## src/rtl/ddr_sched_defines.svh

```systemverilog
`ifndef DDR_SCHED_DEFINES_SVH
`define DDR_SCHED_DEFINES_SVH

// ---------------------------------------------------------------------------
// field widths
// ---------------------------------------------------------------------------
`define ADDR_W 26            // request word address
`define ROW_W 14             // also the command address bus
`define BANK_W 3
`define COL_W 9
`define MASK_W 4

// ---------------------------------------------------------------------------
// command spacing, in clock cycles from one command to the next
// ---------------------------------------------------------------------------
`define GAP_ACTV 2           // after ACTV
`define GAP_RDPR 3           // after READ or PRCH
`define GAP_WRTE 4           // after WRTE, write recovery included
`define GAP_ARSR 11          // after ARSR

`define T_RAS 5              // ACTV to PRCH minimum
`define PRCH_ADDR 14'h0400   // A10 high, precharge of the open row

`endif

```

## src/rtl/ddr_sched_pkg.sv

```systemverilog
package ddr_sched_pkg;

  `include "ddr_sched_defines.svh"

  // SDRAM command pins, {ras_n, cas_n, we_n}
  typedef enum logic [2:0] {
    NOOP = 3'b111,
    ACTV = 3'b011,
    READ = 3'b101,
    WRTE = 3'b100,
    PRCH = 3'b010,
    ARSR = 3'b001
  } cmd_t;

  typedef logic [`ROW_W-1:0] row_t;
  typedef logic [`BANK_W-1:0] bank_t;
  typedef logic [`COL_W-1:0] col_t;
  typedef logic [`ROW_W+`BANK_W-1:0] page_t;   // {row, bank}
  typedef logic [`MASK_W-1:0] mask_t;
  typedef logic [`ROW_W-1:0] abus_t;

  typedef struct packed {
    row_t row;
    bank_t bank;
    col_t col;
  } req_fields_t;

  typedef struct packed {
    page_t page;
    col_t col;
  } req_page_t;

  // one request word, seen as fields or as page + column
  typedef union packed {
    req_fields_t f;
    req_page_t p;
  } req_addr_u;

endpackage

```

## src/rtl/ddr_sched_if.sv

```systemverilog
`timescale 1ns/1ps

// state of the open page and the timers, execute to decode
interface sched_state_if;
  import ddr_sched_pkg::*;

  logic ready;                 // command gap elapsed
  logic page_open;
  page_t open_page;
  logic ras_done;              // T_RAS met since last ACTV
  logic refresh_pending;

  modport exec (
    output ready, page_open, open_page, ras_done, refresh_pending
  );

  modport dec (
    input ready, page_open, open_page, ras_done, refresh_pending
  );

endinterface

// the command chosen this cycle, decode to execute and result
interface issue_if;
  import ddr_sched_pkg::*;

  logic issue;                 // one cycle strobe
  cmd_t cmd;
  abus_t abus;
  bank_t bank;
  page_t page;

  modport dec (output issue, cmd, abus, bank, page);

  modport exec (input issue, cmd, page);

  modport res (input issue, cmd, abus, bank);

endinterface

```

## src/rtl/ddr_cmd_decode.sv

```systemverilog
`timescale 1ns/1ps

`include "ddr_sched_defines.svh"

module ddr_cmd_decode (
  input logic INPUT_CLK,
  input logic RST,
  input logic request,
  input logic write,
  input ddr_sched_pkg::req_addr_u address,
  sched_state_if.dec st,
  issue_if.dec iss
);
  import ddr_sched_pkg::*;

  logic refresh_flag;          // refresh precharge done, ARSR still owed
  logic refresh_want;
  logic page_hit;
  logic go;
  cmd_t cmd_nxt;

  assign refresh_want = st.refresh_pending || refresh_flag;
  assign page_hit = st.page_open && (address.p.page == st.open_page);

  // ---------------------------------------------------------------------------
  // command priority: refresh, hit, miss close, open
  // ---------------------------------------------------------------------------
  always_comb
  begin
    cmd_nxt = NOOP;
    go = 1'b0;
    if (refresh_want)
    begin
      if (st.page_open)
      begin
        cmd_nxt = PRCH;
        go = st.ras_done;
      end
      else
      begin
        cmd_nxt = ARSR;
        go = 1'b1;
      end
    end
    else if (request)
    begin
      if (page_hit)
      begin
        cmd_nxt = write ? WRTE : READ;
        go = 1'b1;
      end
      else if (st.page_open)
      begin
        cmd_nxt = PRCH;        // close the wrong row first
        go = st.ras_done;
      end
      else
      begin
        cmd_nxt = ACTV;
        go = 1'b1;
      end
    end
  end

  always_comb
  begin
    case (cmd_nxt)
      ACTV: iss.abus = address.f.row;
      READ, WRTE: iss.abus = {{(`ROW_W-`COL_W-1){1'b0}}, address.f.col, 1'b0};
      PRCH: iss.abus = `PRCH_ADDR;
      default: iss.abus = '0;
    endcase
    case (cmd_nxt)
      PRCH: iss.bank = st.open_page[`BANK_W-1:0];   // bank of the open page
      ARSR: iss.bank = '0;
      default: iss.bank = address.f.bank;
    endcase
  end

  assign iss.issue = st.ready && go;
  assign iss.cmd = cmd_nxt;
  assign iss.page = address.p.page;

  always_ff @(posedge INPUT_CLK)
  begin
    if (RST)
      refresh_flag <= 1'b0;
    else if (st.ready && go)
    begin
      if (cmd_nxt == PRCH && refresh_want)
        refresh_flag <= 1'b1;
      else if (cmd_nxt == ARSR)
        refresh_flag <= 1'b0;
    end
  end

endmodule

```

## src/rtl/ddr_bank_execute.sv

```systemverilog
`timescale 1ns/1ps

`include "ddr_sched_defines.svh"

module ddr_bank_execute (
  input logic INPUT_CLK,
  input logic RST,
  input logic refresh_strobe,
  sched_state_if.exec st,
  issue_if.exec iss
);
  import ddr_sched_pkg::*;

  localparam int GAP_W = $clog2(`GAP_ARSR + 1);
  localparam int RAS_W = $clog2(`T_RAS + 1);

  logic [GAP_W-1:0] gap_cnt;   // zero means the next command may go
  logic [RAS_W-1:0] ras_cnt;
  logic page_open;
  page_t open_page;
  logic refresh_ack;

  // ---------------------------------------------------------------------------
  // command gap and row active timers
  // ---------------------------------------------------------------------------
  always_ff @(posedge INPUT_CLK)
  begin
    if (RST)
    begin
      gap_cnt <= '0;
      ras_cnt <= '0;
    end
    else
    begin
      if (iss.issue)
      begin
        case (iss.cmd)
          ACTV: gap_cnt <= GAP_W'(`GAP_ACTV - 1);
          READ, PRCH: gap_cnt <= GAP_W'(`GAP_RDPR - 1);
          WRTE: gap_cnt <= GAP_W'(`GAP_WRTE - 1);
          ARSR: gap_cnt <= GAP_W'(`GAP_ARSR - 1);
          default: gap_cnt <= '0;
        endcase
      end
      else if (gap_cnt != '0)
        gap_cnt <= gap_cnt - 1'b1;

      if (iss.issue && iss.cmd == ACTV)
        ras_cnt <= RAS_W'(`T_RAS - 1);   // restart on every row open
      else if (ras_cnt != '0)
        ras_cnt <= ras_cnt - 1'b1;
    end
  end

  // ---------------------------------------------------------------------------
  // open page and refresh handshake
  // ---------------------------------------------------------------------------
  always_ff @(posedge INPUT_CLK)
  begin
    if (RST)
    begin
      page_open <= 1'b0;
      refresh_ack <= refresh_strobe;   // nothing pending out of reset
    end
    else if (iss.issue)
    begin
      if (iss.cmd == ACTV)
        page_open <= 1'b1;
      else if (iss.cmd == PRCH)
        page_open <= 1'b0;
      if (iss.cmd == ARSR)
        refresh_ack <= refresh_strobe;
    end
  end

  always_ff @(posedge INPUT_CLK)
  begin
    if (iss.issue && iss.cmd == ACTV)
      open_page <= iss.page;
  end

  assign st.ready = (gap_cnt == '0);
  assign st.ras_done = (ras_cnt == '0);
  assign st.page_open = page_open;
  assign st.open_page = open_page;
  assign st.refresh_pending = refresh_strobe ^ refresh_ack;

endmodule

```

## src/rtl/ddr_cmd_result.sv

```systemverilog
`timescale 1ns/1ps

module ddr_cmd_result (
  input logic INPUT_CLK,
  input logic RST,
  issue_if.res iss,
  input ddr_sched_pkg::mask_t mask_in,
  output ddr_sched_pkg::cmd_t command,
  output ddr_sched_pkg::abus_t addr_out,
  output ddr_sched_pkg::bank_t bank,
  output logic grant,
  output ddr_sched_pkg::mask_t write_mask
);
  import ddr_sched_pkg::*;

  logic is_access;

  assign is_access = (iss.cmd == READ) || (iss.cmd == WRTE);

  always_ff @(posedge INPUT_CLK)
  begin
    if (RST)
    begin
      command <= NOOP;
      grant <= 1'b0;
    end
    else
    begin
      command <= iss.issue ? iss.cmd : NOOP;
      grant <= iss.issue && is_access;   // same cycle as READ/WRTE
    end
  end

  // address and bank hold between commands
  always_ff @(posedge INPUT_CLK)
  begin
    if (iss.issue)
    begin
      addr_out <= iss.abus;
      bank <= iss.bank;
    end
    if (iss.issue && iss.cmd == WRTE)
      write_mask <= mask_in;
  end

endmodule

```

## src/rtl/ddr_sched_top.sv

```systemverilog
`timescale 1ns/1ps

`include "ddr_sched_defines.svh"

module ddr_sched_top (
  input logic INPUT_CLK,
  input logic RST,
  input logic refresh_strobe,
  input logic request,
  input logic write,
  input logic [`ADDR_W-1:0] address,
  input ddr_sched_pkg::mask_t we_array,
  output logic grant,
  output ddr_sched_pkg::cmd_t command,
  output ddr_sched_pkg::abus_t addr_out,
  output ddr_sched_pkg::bank_t bank,
  output ddr_sched_pkg::mask_t write_mask
);

  sched_state_if st_if ();
  issue_if iss_if ();

  ddr_cmd_decode u_decode (
    .INPUT_CLK (INPUT_CLK),
    .RST       (RST),
    .request   (request),
    .write     (write),
    .address   (address),
    .st        (st_if.dec),
    .iss       (iss_if.dec)
  );

  ddr_bank_execute u_execute (
    .INPUT_CLK      (INPUT_CLK),
    .RST            (RST),
    .refresh_strobe (refresh_strobe),
    .st             (st_if.exec),
    .iss            (iss_if.exec)
  );

  ddr_cmd_result u_result (
    .INPUT_CLK  (INPUT_CLK),
    .RST        (RST),
    .iss        (iss_if.res),
    .mask_in    (we_array),
    .command    (command),
    .addr_out   (addr_out),
    .bank       (bank),
    .grant      (grant),
    .write_mask (write_mask)
  );

endmodule

```

## config.mk

```make
export PLATFORM = sky130hd
export DESIGN_NAME = ddr_sched_top
export DESIGN_NICKNAME = d
export VERILOG_FILES = /design/src/rtl/ddr_sched_pkg.sv /design/src/rtl/ddr_sched_if.sv /design/src/rtl/ddr_cmd_decode.sv /design/src/rtl/ddr_bank_execute.sv /design/src/rtl/ddr_cmd_result.sv /design/src/rtl/ddr_sched_top.sv
export VERILOG_INCLUDE_DIRS = /design/src /design/src/rtl
export SDC_FILE = /design/constraint.sdc
export NUM_CORES = 1
export LEC_CHECK = 0
export BUFFER_PORTS_ARGS = -buffer_cell sky130_fd_sc_hd__buf_2
export CAP_MARGIN = 25
export CORE_MARGIN = 1.5
export CORE_UTILIZATION = 53
export CTS_CLUSTER_DIAMETER = 30
export DETAILED_ROUTE_END_ITERATION = 10
export PLACE_DENSITY = 0.9
export SYNTH_ARGS = -nofsm -noshare
export SYNTH_HDL_FRONTEND = slang
export SYNTH_HIERARCHICAL = 1
export SYNTH_SLANG_ARGS = --single-unit
```

## constraint.sdc

```tcl
create_clock -name INPUT_CLK -period 3.8 [get_ports INPUT_CLK]
set_input_delay 0.57 -clock INPUT_CLK [delete_from_list [all_inputs] [get_ports INPUT_CLK]]
set_output_delay 0.57 -clock INPUT_CLK [all_outputs]
set_load 0.005 [all_outputs]
```

==> impl_results.md, run 1 <==
- Most frequent cells after synthesis: edfxtp_1 (39), buf_4 (17), dfxtp_1 (13)
- RSZ-0062 raised after global routing: false
- Initial antenna violation count: 0
- Final ANT Viol Nets: 0
- R2r worst-path depth: 8
- First-pass GRT wire length: between 7000 and 8000 um
- Fraction of registers with async set/reset: 0
- CTS Buffer Depth: 2
- TNS Setup: 0 ps
- Crit path launch: u_execute/refresh_ack
- Share of layout cells above drive strength 1: 0.317
- Hold Path End: u_result/write_mask[1]
- CTS resizes: 0
- DRT Pass-1 Iters: 4
- DRT iter0 DRCs: between 100 and 150
- Worst Skew: 10.8 ps
- Max FO, Critical Path: 21
- CP Data Arrival Time: 3010 ps
- Top cells by area, synth: edfxtp_1 (48%), dfxtp_1 (11%), buf_4 (5.2%)
- Synth top area share: 0.478
- Root Buffer: clkbuf_8
- Leakage: 1.12 nW
- Hold depth: 1
- CTS H-tree lvls: 2
- Routed wl met2: around 2200 um
- Count leader, synth: edfxtp_1
- Clock Sinks: 52
- Worst R2R End: u_execute/st.open_page[11]
- Status: completed
- Setup crit end kind: flip-flop
- Min-Delay Path Class: input pin to flip-flop
- Min Tclk post-route: 3030 ps
- Max rail drop VDD: around 0.26 mV
- Fmax: about 0.33 GHz
- Post-synthesis net count: 231
- Nets: approximately 280
- Worst-Margin Slew: roughly 640 ps
- CTS Buf Count: 5
- Syn Std Cell Area: 0.00245 mm2
- Vias: 1605
- Seq/Total Area, Yosys: 0.584
- Ys Warns: 6
- Worst skew pair latency: 300 ps
- Number of primary I/O pins: 60
- Met1 wire length: ~2000 um
- Met3 routed WL: 243 um
- Reg-to-reg slack, setup: roughly 770 ps
- Die Y: 71.0 um
- Hold path start: we_array[1]
- Max Used Layer: met4
- CTS tree: built
- Initial Utilization: 0.555
- Routed wire length: 4450 um
- Vias in the first global route: between 1500 and 2000
- Distinct cells, synth: between 40 and 50
- Mean post-synth cell area: 12.8 um2
- Max Slew Vio Count: 0
- ANT cells: 0
- Via density: 5.44
- Port Buffer Count: 59
- Final setup viols: 0
- DP HPWL: roughly 3300 um
- Largest net degree at the start of global routing: 22
- Number of hold violations in the final report: 0
- Setup bufs post-CTS: 0
- # Max-Cap Violations: 0
- Pwr Density: 699 mW/mm2
- # DRC: 0
- Post-CTS Hold Fix Bufs: 0
- Flops & latches, synth: 52
- Clock transition at the registers of the reported paths: 90 ps
- Worst rel slew slack: 0.576
- Post-synthesis cell count: 192
- Synth Flop Type: edfxtp_1
- CP startpoint kind: flip-flop
- Number of synthesized flops with an enable pin: 39
- Grt ovf: 0
- Die area: 0.00504 mm2
- Total global-route track usage: 0.187
- Worst R2R Start: u_execute/refresh_ack
- Required time worst endpoint: 3780 ps
- Synthesis-to-finish area growth: 13.6%
- Die width: 71.0 um
- Routed WL per cell: 15.1 um
- Hold Slack: between 400 and 500 ps
- Core box area: ~0.0044 mm2
- Biggest area consumer among synthesized cells: edfxtp_1
- Rows: 24
- Worst Setup Path Type: flip-flop to flip-flop
- Gpl congestion: 0.857
- Tcrit/Tclk final: 0.796
flip-flops by register name, indices dropped and copies added, names as in the netlist:
name,cells
u_decode/refresh_flag,1
u_result/grant,1
u_result/write_mask,4
u_execute/st.page_open,1
u_execute/refresh_ack,1
u_result/command,3
u_execute/ras_cnt,3
u_execute/gap_cnt,4
u_execute/st.open_page,17
u_result/bank,3
u_result/addr_out,14
cells by family after synthesis:
logic type,share of synthesized area
AO/OA/AOI/OAI,0.102
XOR/XNOR,0.0786
adder cells (fa/ha/maj),0.0204
buffers and inverters,0.0756
flip-flops,0.584
AND/OR/NAND/NOR,0.139
placed cells by master (no fill, tap or decap), drive strengths merged, types with 2 or more instances in the layout:
cell type,netlist,routed
a211oi,2,2
a21oi,7,7
a221o,4,4
a22o,9,9
and2,4,4
buf,19,65
clkbuf,3,6
dfxtp,13,13
edfxtp,39,39
ha,4,4
inv,8,8
nand2,7,7
nand2b,2,2
nand3,6,6
nand4,2,2
nor2,8,8
nor3,3,3
nor4,3,3
o311ai,2,2
o31ai,2,2
or2,2,2
or3b,3,3
or4,3,3
xnor2,10,10
xor2,12,12
worst max-delay path by stage:
stage	end	slack, ps	cells after the start
2_1_floorplan	u_execute/refresh_ack	400	9
3_3_place_gp	u_execute/st.open_page[5]	630	9
3_5_place_dp	u_execute/st.open_page[2]	520	9
4_1_cts	u_execute/st.open_page[2]	790	8
5_1_grt	u_execute/st.open_page[2]	600	8
6_report	u_execute/st.open_page[11]	770	8
power by group:
group / internal, mW / switching, mW / leakage (nW)
Sequential: 0.854 / 0.0826 / 0.476
Combinational: 0.315 / 0.399 / 0.604
Clock: 0.128 / 0.169 / 0.0388
final cells by class:
cell class,instances,area [um2]
fillers,348,1630
flip-flops and latches,52,1430
multi-input cells,110,833
repair buffers,65,340
clock buffers,6,72.6
well taps,52,65.1
inverters,8,30.0
clock inverters,2,11.3
per-layer routing:
metal  global-route usage  vias up
met1                0.247      748
met3               0.0484        4
met5                    0        -
met4               0.0734        0
li1                     -      793
met2                0.297       60
critical path, stage by stage (launching register included):
cell and delay, ps:
edfxtp_1 400, xor2_1 200, or2_1 300, or4_4 480
nor2_1 250, o311a_1 330, buf_4 250, and4b_1 210
buf_4 280
per-stage QoR:
stage	power, mW	instance area, um2	util	instances	setup WS, ps
after floorplan	1.42	2450	-	192	403
after global placement	1.63	2700	0.612	287	626
after detailed placement	1.66	2700	0.612	287	521
after CTS	1.96	2780	0.631	295	794
after global routing	2.09	2780	0.631	295	601
final	1.95	2780	0.631	295	775
No activity file was read; power rests on OpenSTA's default activity.
==> inputs of run 2 (changes only) <==
CORE_UTILIZATION = 48   (was 53)
PLACE_DENSITY = 0.87   (was 0.9)
clock period = 2.71 ns   (was 3.8 ns; I/O delays follow)
==> run 2 against run 1 <==
Utilization decreased by 3.2 points; largest cell class unchanged; total power increased by 44%; first-iteration DRC count decreased by 11%; maximum frequency increased by 17%; critical path depth increased by 1; critical path type unchanged; non-clock buffer count increased by 4; wire length increased by 0.36%; via count increased by 2.8%; worst setup slack got worse by 640 ps; register-to-register slack got worse by 640 ps; global-route usage decreased by 1.5 points.
==> impl_results.md, run 2 (synthesis gave the netlist of run 1 again) <==
- Clock transition at the registers of the reported paths: 90 ps
- CTS Buffer Depth: 2
- Initial Utilization: 0.509
- CTS Buf Count: 5
- Initial antenna violation count: 0
- Via density: 5.25
- Final setup viols: 0
- Crit path launch: u_execute/st.open_page[2]
- Worst-Margin Slew: around 530 ps
- Die Y: about 74 um
- Grt ovf: 0
- Status: completed
- DP HPWL: 3300 um
- Tcrit/Tclk final: 0.951
- Required time worst endpoint: 2750 ps
- Number of flip-flops in the largest register: 17
- Routed WL per cell: 14.2 um
- Final Power: 2.81 mW
- Post-Layout Inst Area: 0.00288 mm2
- Pwr Density: between 900 and 1000 mW/mm2
- Min Tclk post-route: about 2600 ps
- Max rail drop VDD: 0.391 mV
- DRT Pass-1 Iters: 4
- Number of primary I/O pins: 60
- Vias in the first global route: 1490
- Leakage: 1.16 nW
- TNS Setup: 0 ps
- CTS H-tree lvls: 2
- Largest regs: u_execute/st.open_page: 17 flops, u_result/addr_out: 14 flops
- # DRC: 0
- Placed insts: 305
- Min-Delay Path Class: input pin to flip-flop
- CP startpoint kind: flip-flop
- Max Slew Vio Count: 0
- CTS tree: built
- Setup crit end kind: flip-flop
- Commonest non-fill, non-tap cell in the layout: buf_2
- Nets: 285
- Fin util: 0.598
- Pre-CTS WS: -16.1 ps
- Met1 wire length: 2000 um
- # Max-Cap Violations: 0
- Rows: 25
- Final ANT Viol Nets: 0
- Hold Slack: 277 ps
- Fmax: 0.388 GHz
- Number of hold violations in the final report: 0
- Gpl congestion: about 0.84
- First-pass GRT wire length: 7120 um
- DP Area: 0.00278 mm2
- Most frequent cells in the layout: buf_2 (59), edfxtp_1 (39), dfxtp_1 (13)
- Worst rel slew slack: 0.644
- ANT cells: 0
- Worst Skew: 8.52 ps
- Post-CTS Hold Fix Bufs: 0
- RSZ-0062 raised after global routing: false
- CP Data Arrival Time: about 2600 ps
- Max Used Layer: met4
- Routed wl met2: 2150 um
- Port Buffer Count: 59
- Routed wire length: between 4000 and 5000 um
- Vias: ~1700
- Largest net degree at the start of global routing: 22
- Non-Filler Instances: 314
- Die area: 0.00554 mm2
- Setup slack after layout: 132 ps
- Core box area: around 0.0048 mm2
- DRT iter0 DRCs: 129
- Total global-route track usage: 0.171
- Worst skew pair latency: 310 ps
- Biggest register: u_execute/st.open_page
- Worst Setup Path Type: flip-flop to flip-flop
- Max FO, Critical Path: 7
- Met3 routed WL: 254 um
- Share of layout cells above drive strength 1: 0.356
- Synthesis-to-finish area growth: 17.6%
- Root Buffer: clkbuf_8
- Clock Sinks: 52
- Hold path start: we_array[0]
- Worst R2R Start: u_execute/st.open_page[2]
- Die width: roughly 74 um
==> run 2: layout make-up <==
| class | count | area [um2] |
|---|---|---|
| fill | 400 | 1940 |
| sequential | 52 | 1430 |
| multi-input combinational | 110 | 866 |
| timing repair buffer | 69 | 383 |
| tap | 67 | 83.8 |
| clock buffer | 5 | 68.8 |
| inverter | 8 | 30.0 |
| clock inverter | 3 | 18.8 |
==> run 2: path summary, 6_finish.rpt <==
kind | slack, ps | depth (start not counted) | to
max | 130 | 9 | u_execute/refresh_ack
min | 280 | 1 | u_result/write_mask[0]
max reg2reg | 130 | 9 | u_execute/refresh_ack
min reg2reg | 520 | 2 | u_execute/ras_cnt[2]
==> run 2: worst max-delay path, stage by stage (launching register included) <==
cell	delay, ps
edfxtp_1	440
xor2_1	190
nor4_1	400
nand4_1	140
buf_4	190
nor2_2	140
o311a_4	230
inv_1	100
nor4b_2	320
or2_2	170
==> run 2: what timing repair did <==
item | in CTS | in global routing
buffers inserted | 0 | 1
setup endpoints to repair | 0 | 25
gates resized for setup | 0 | 1
==> run 2: layer usage <==
| metal | GRT usage | vias to the layer above |
|---|---|---|
| met2 | 0.277 | 63 |
| met3 | 0.0271 | 7 |
| li1 | - | 809 |
| met4 | 0.0727 | 0 |
| met1 | 0.230 | 771 |
| met5 | 0 | - |
==> run 2: report_power, final <==
part	switching [mW]	total (mW)	internal, mW
logic	0.576	1.07	0.492
registers	0.114	1.31	1.20
clock network	0.253	0.434	0.180
total	0.943	2.81	1.87
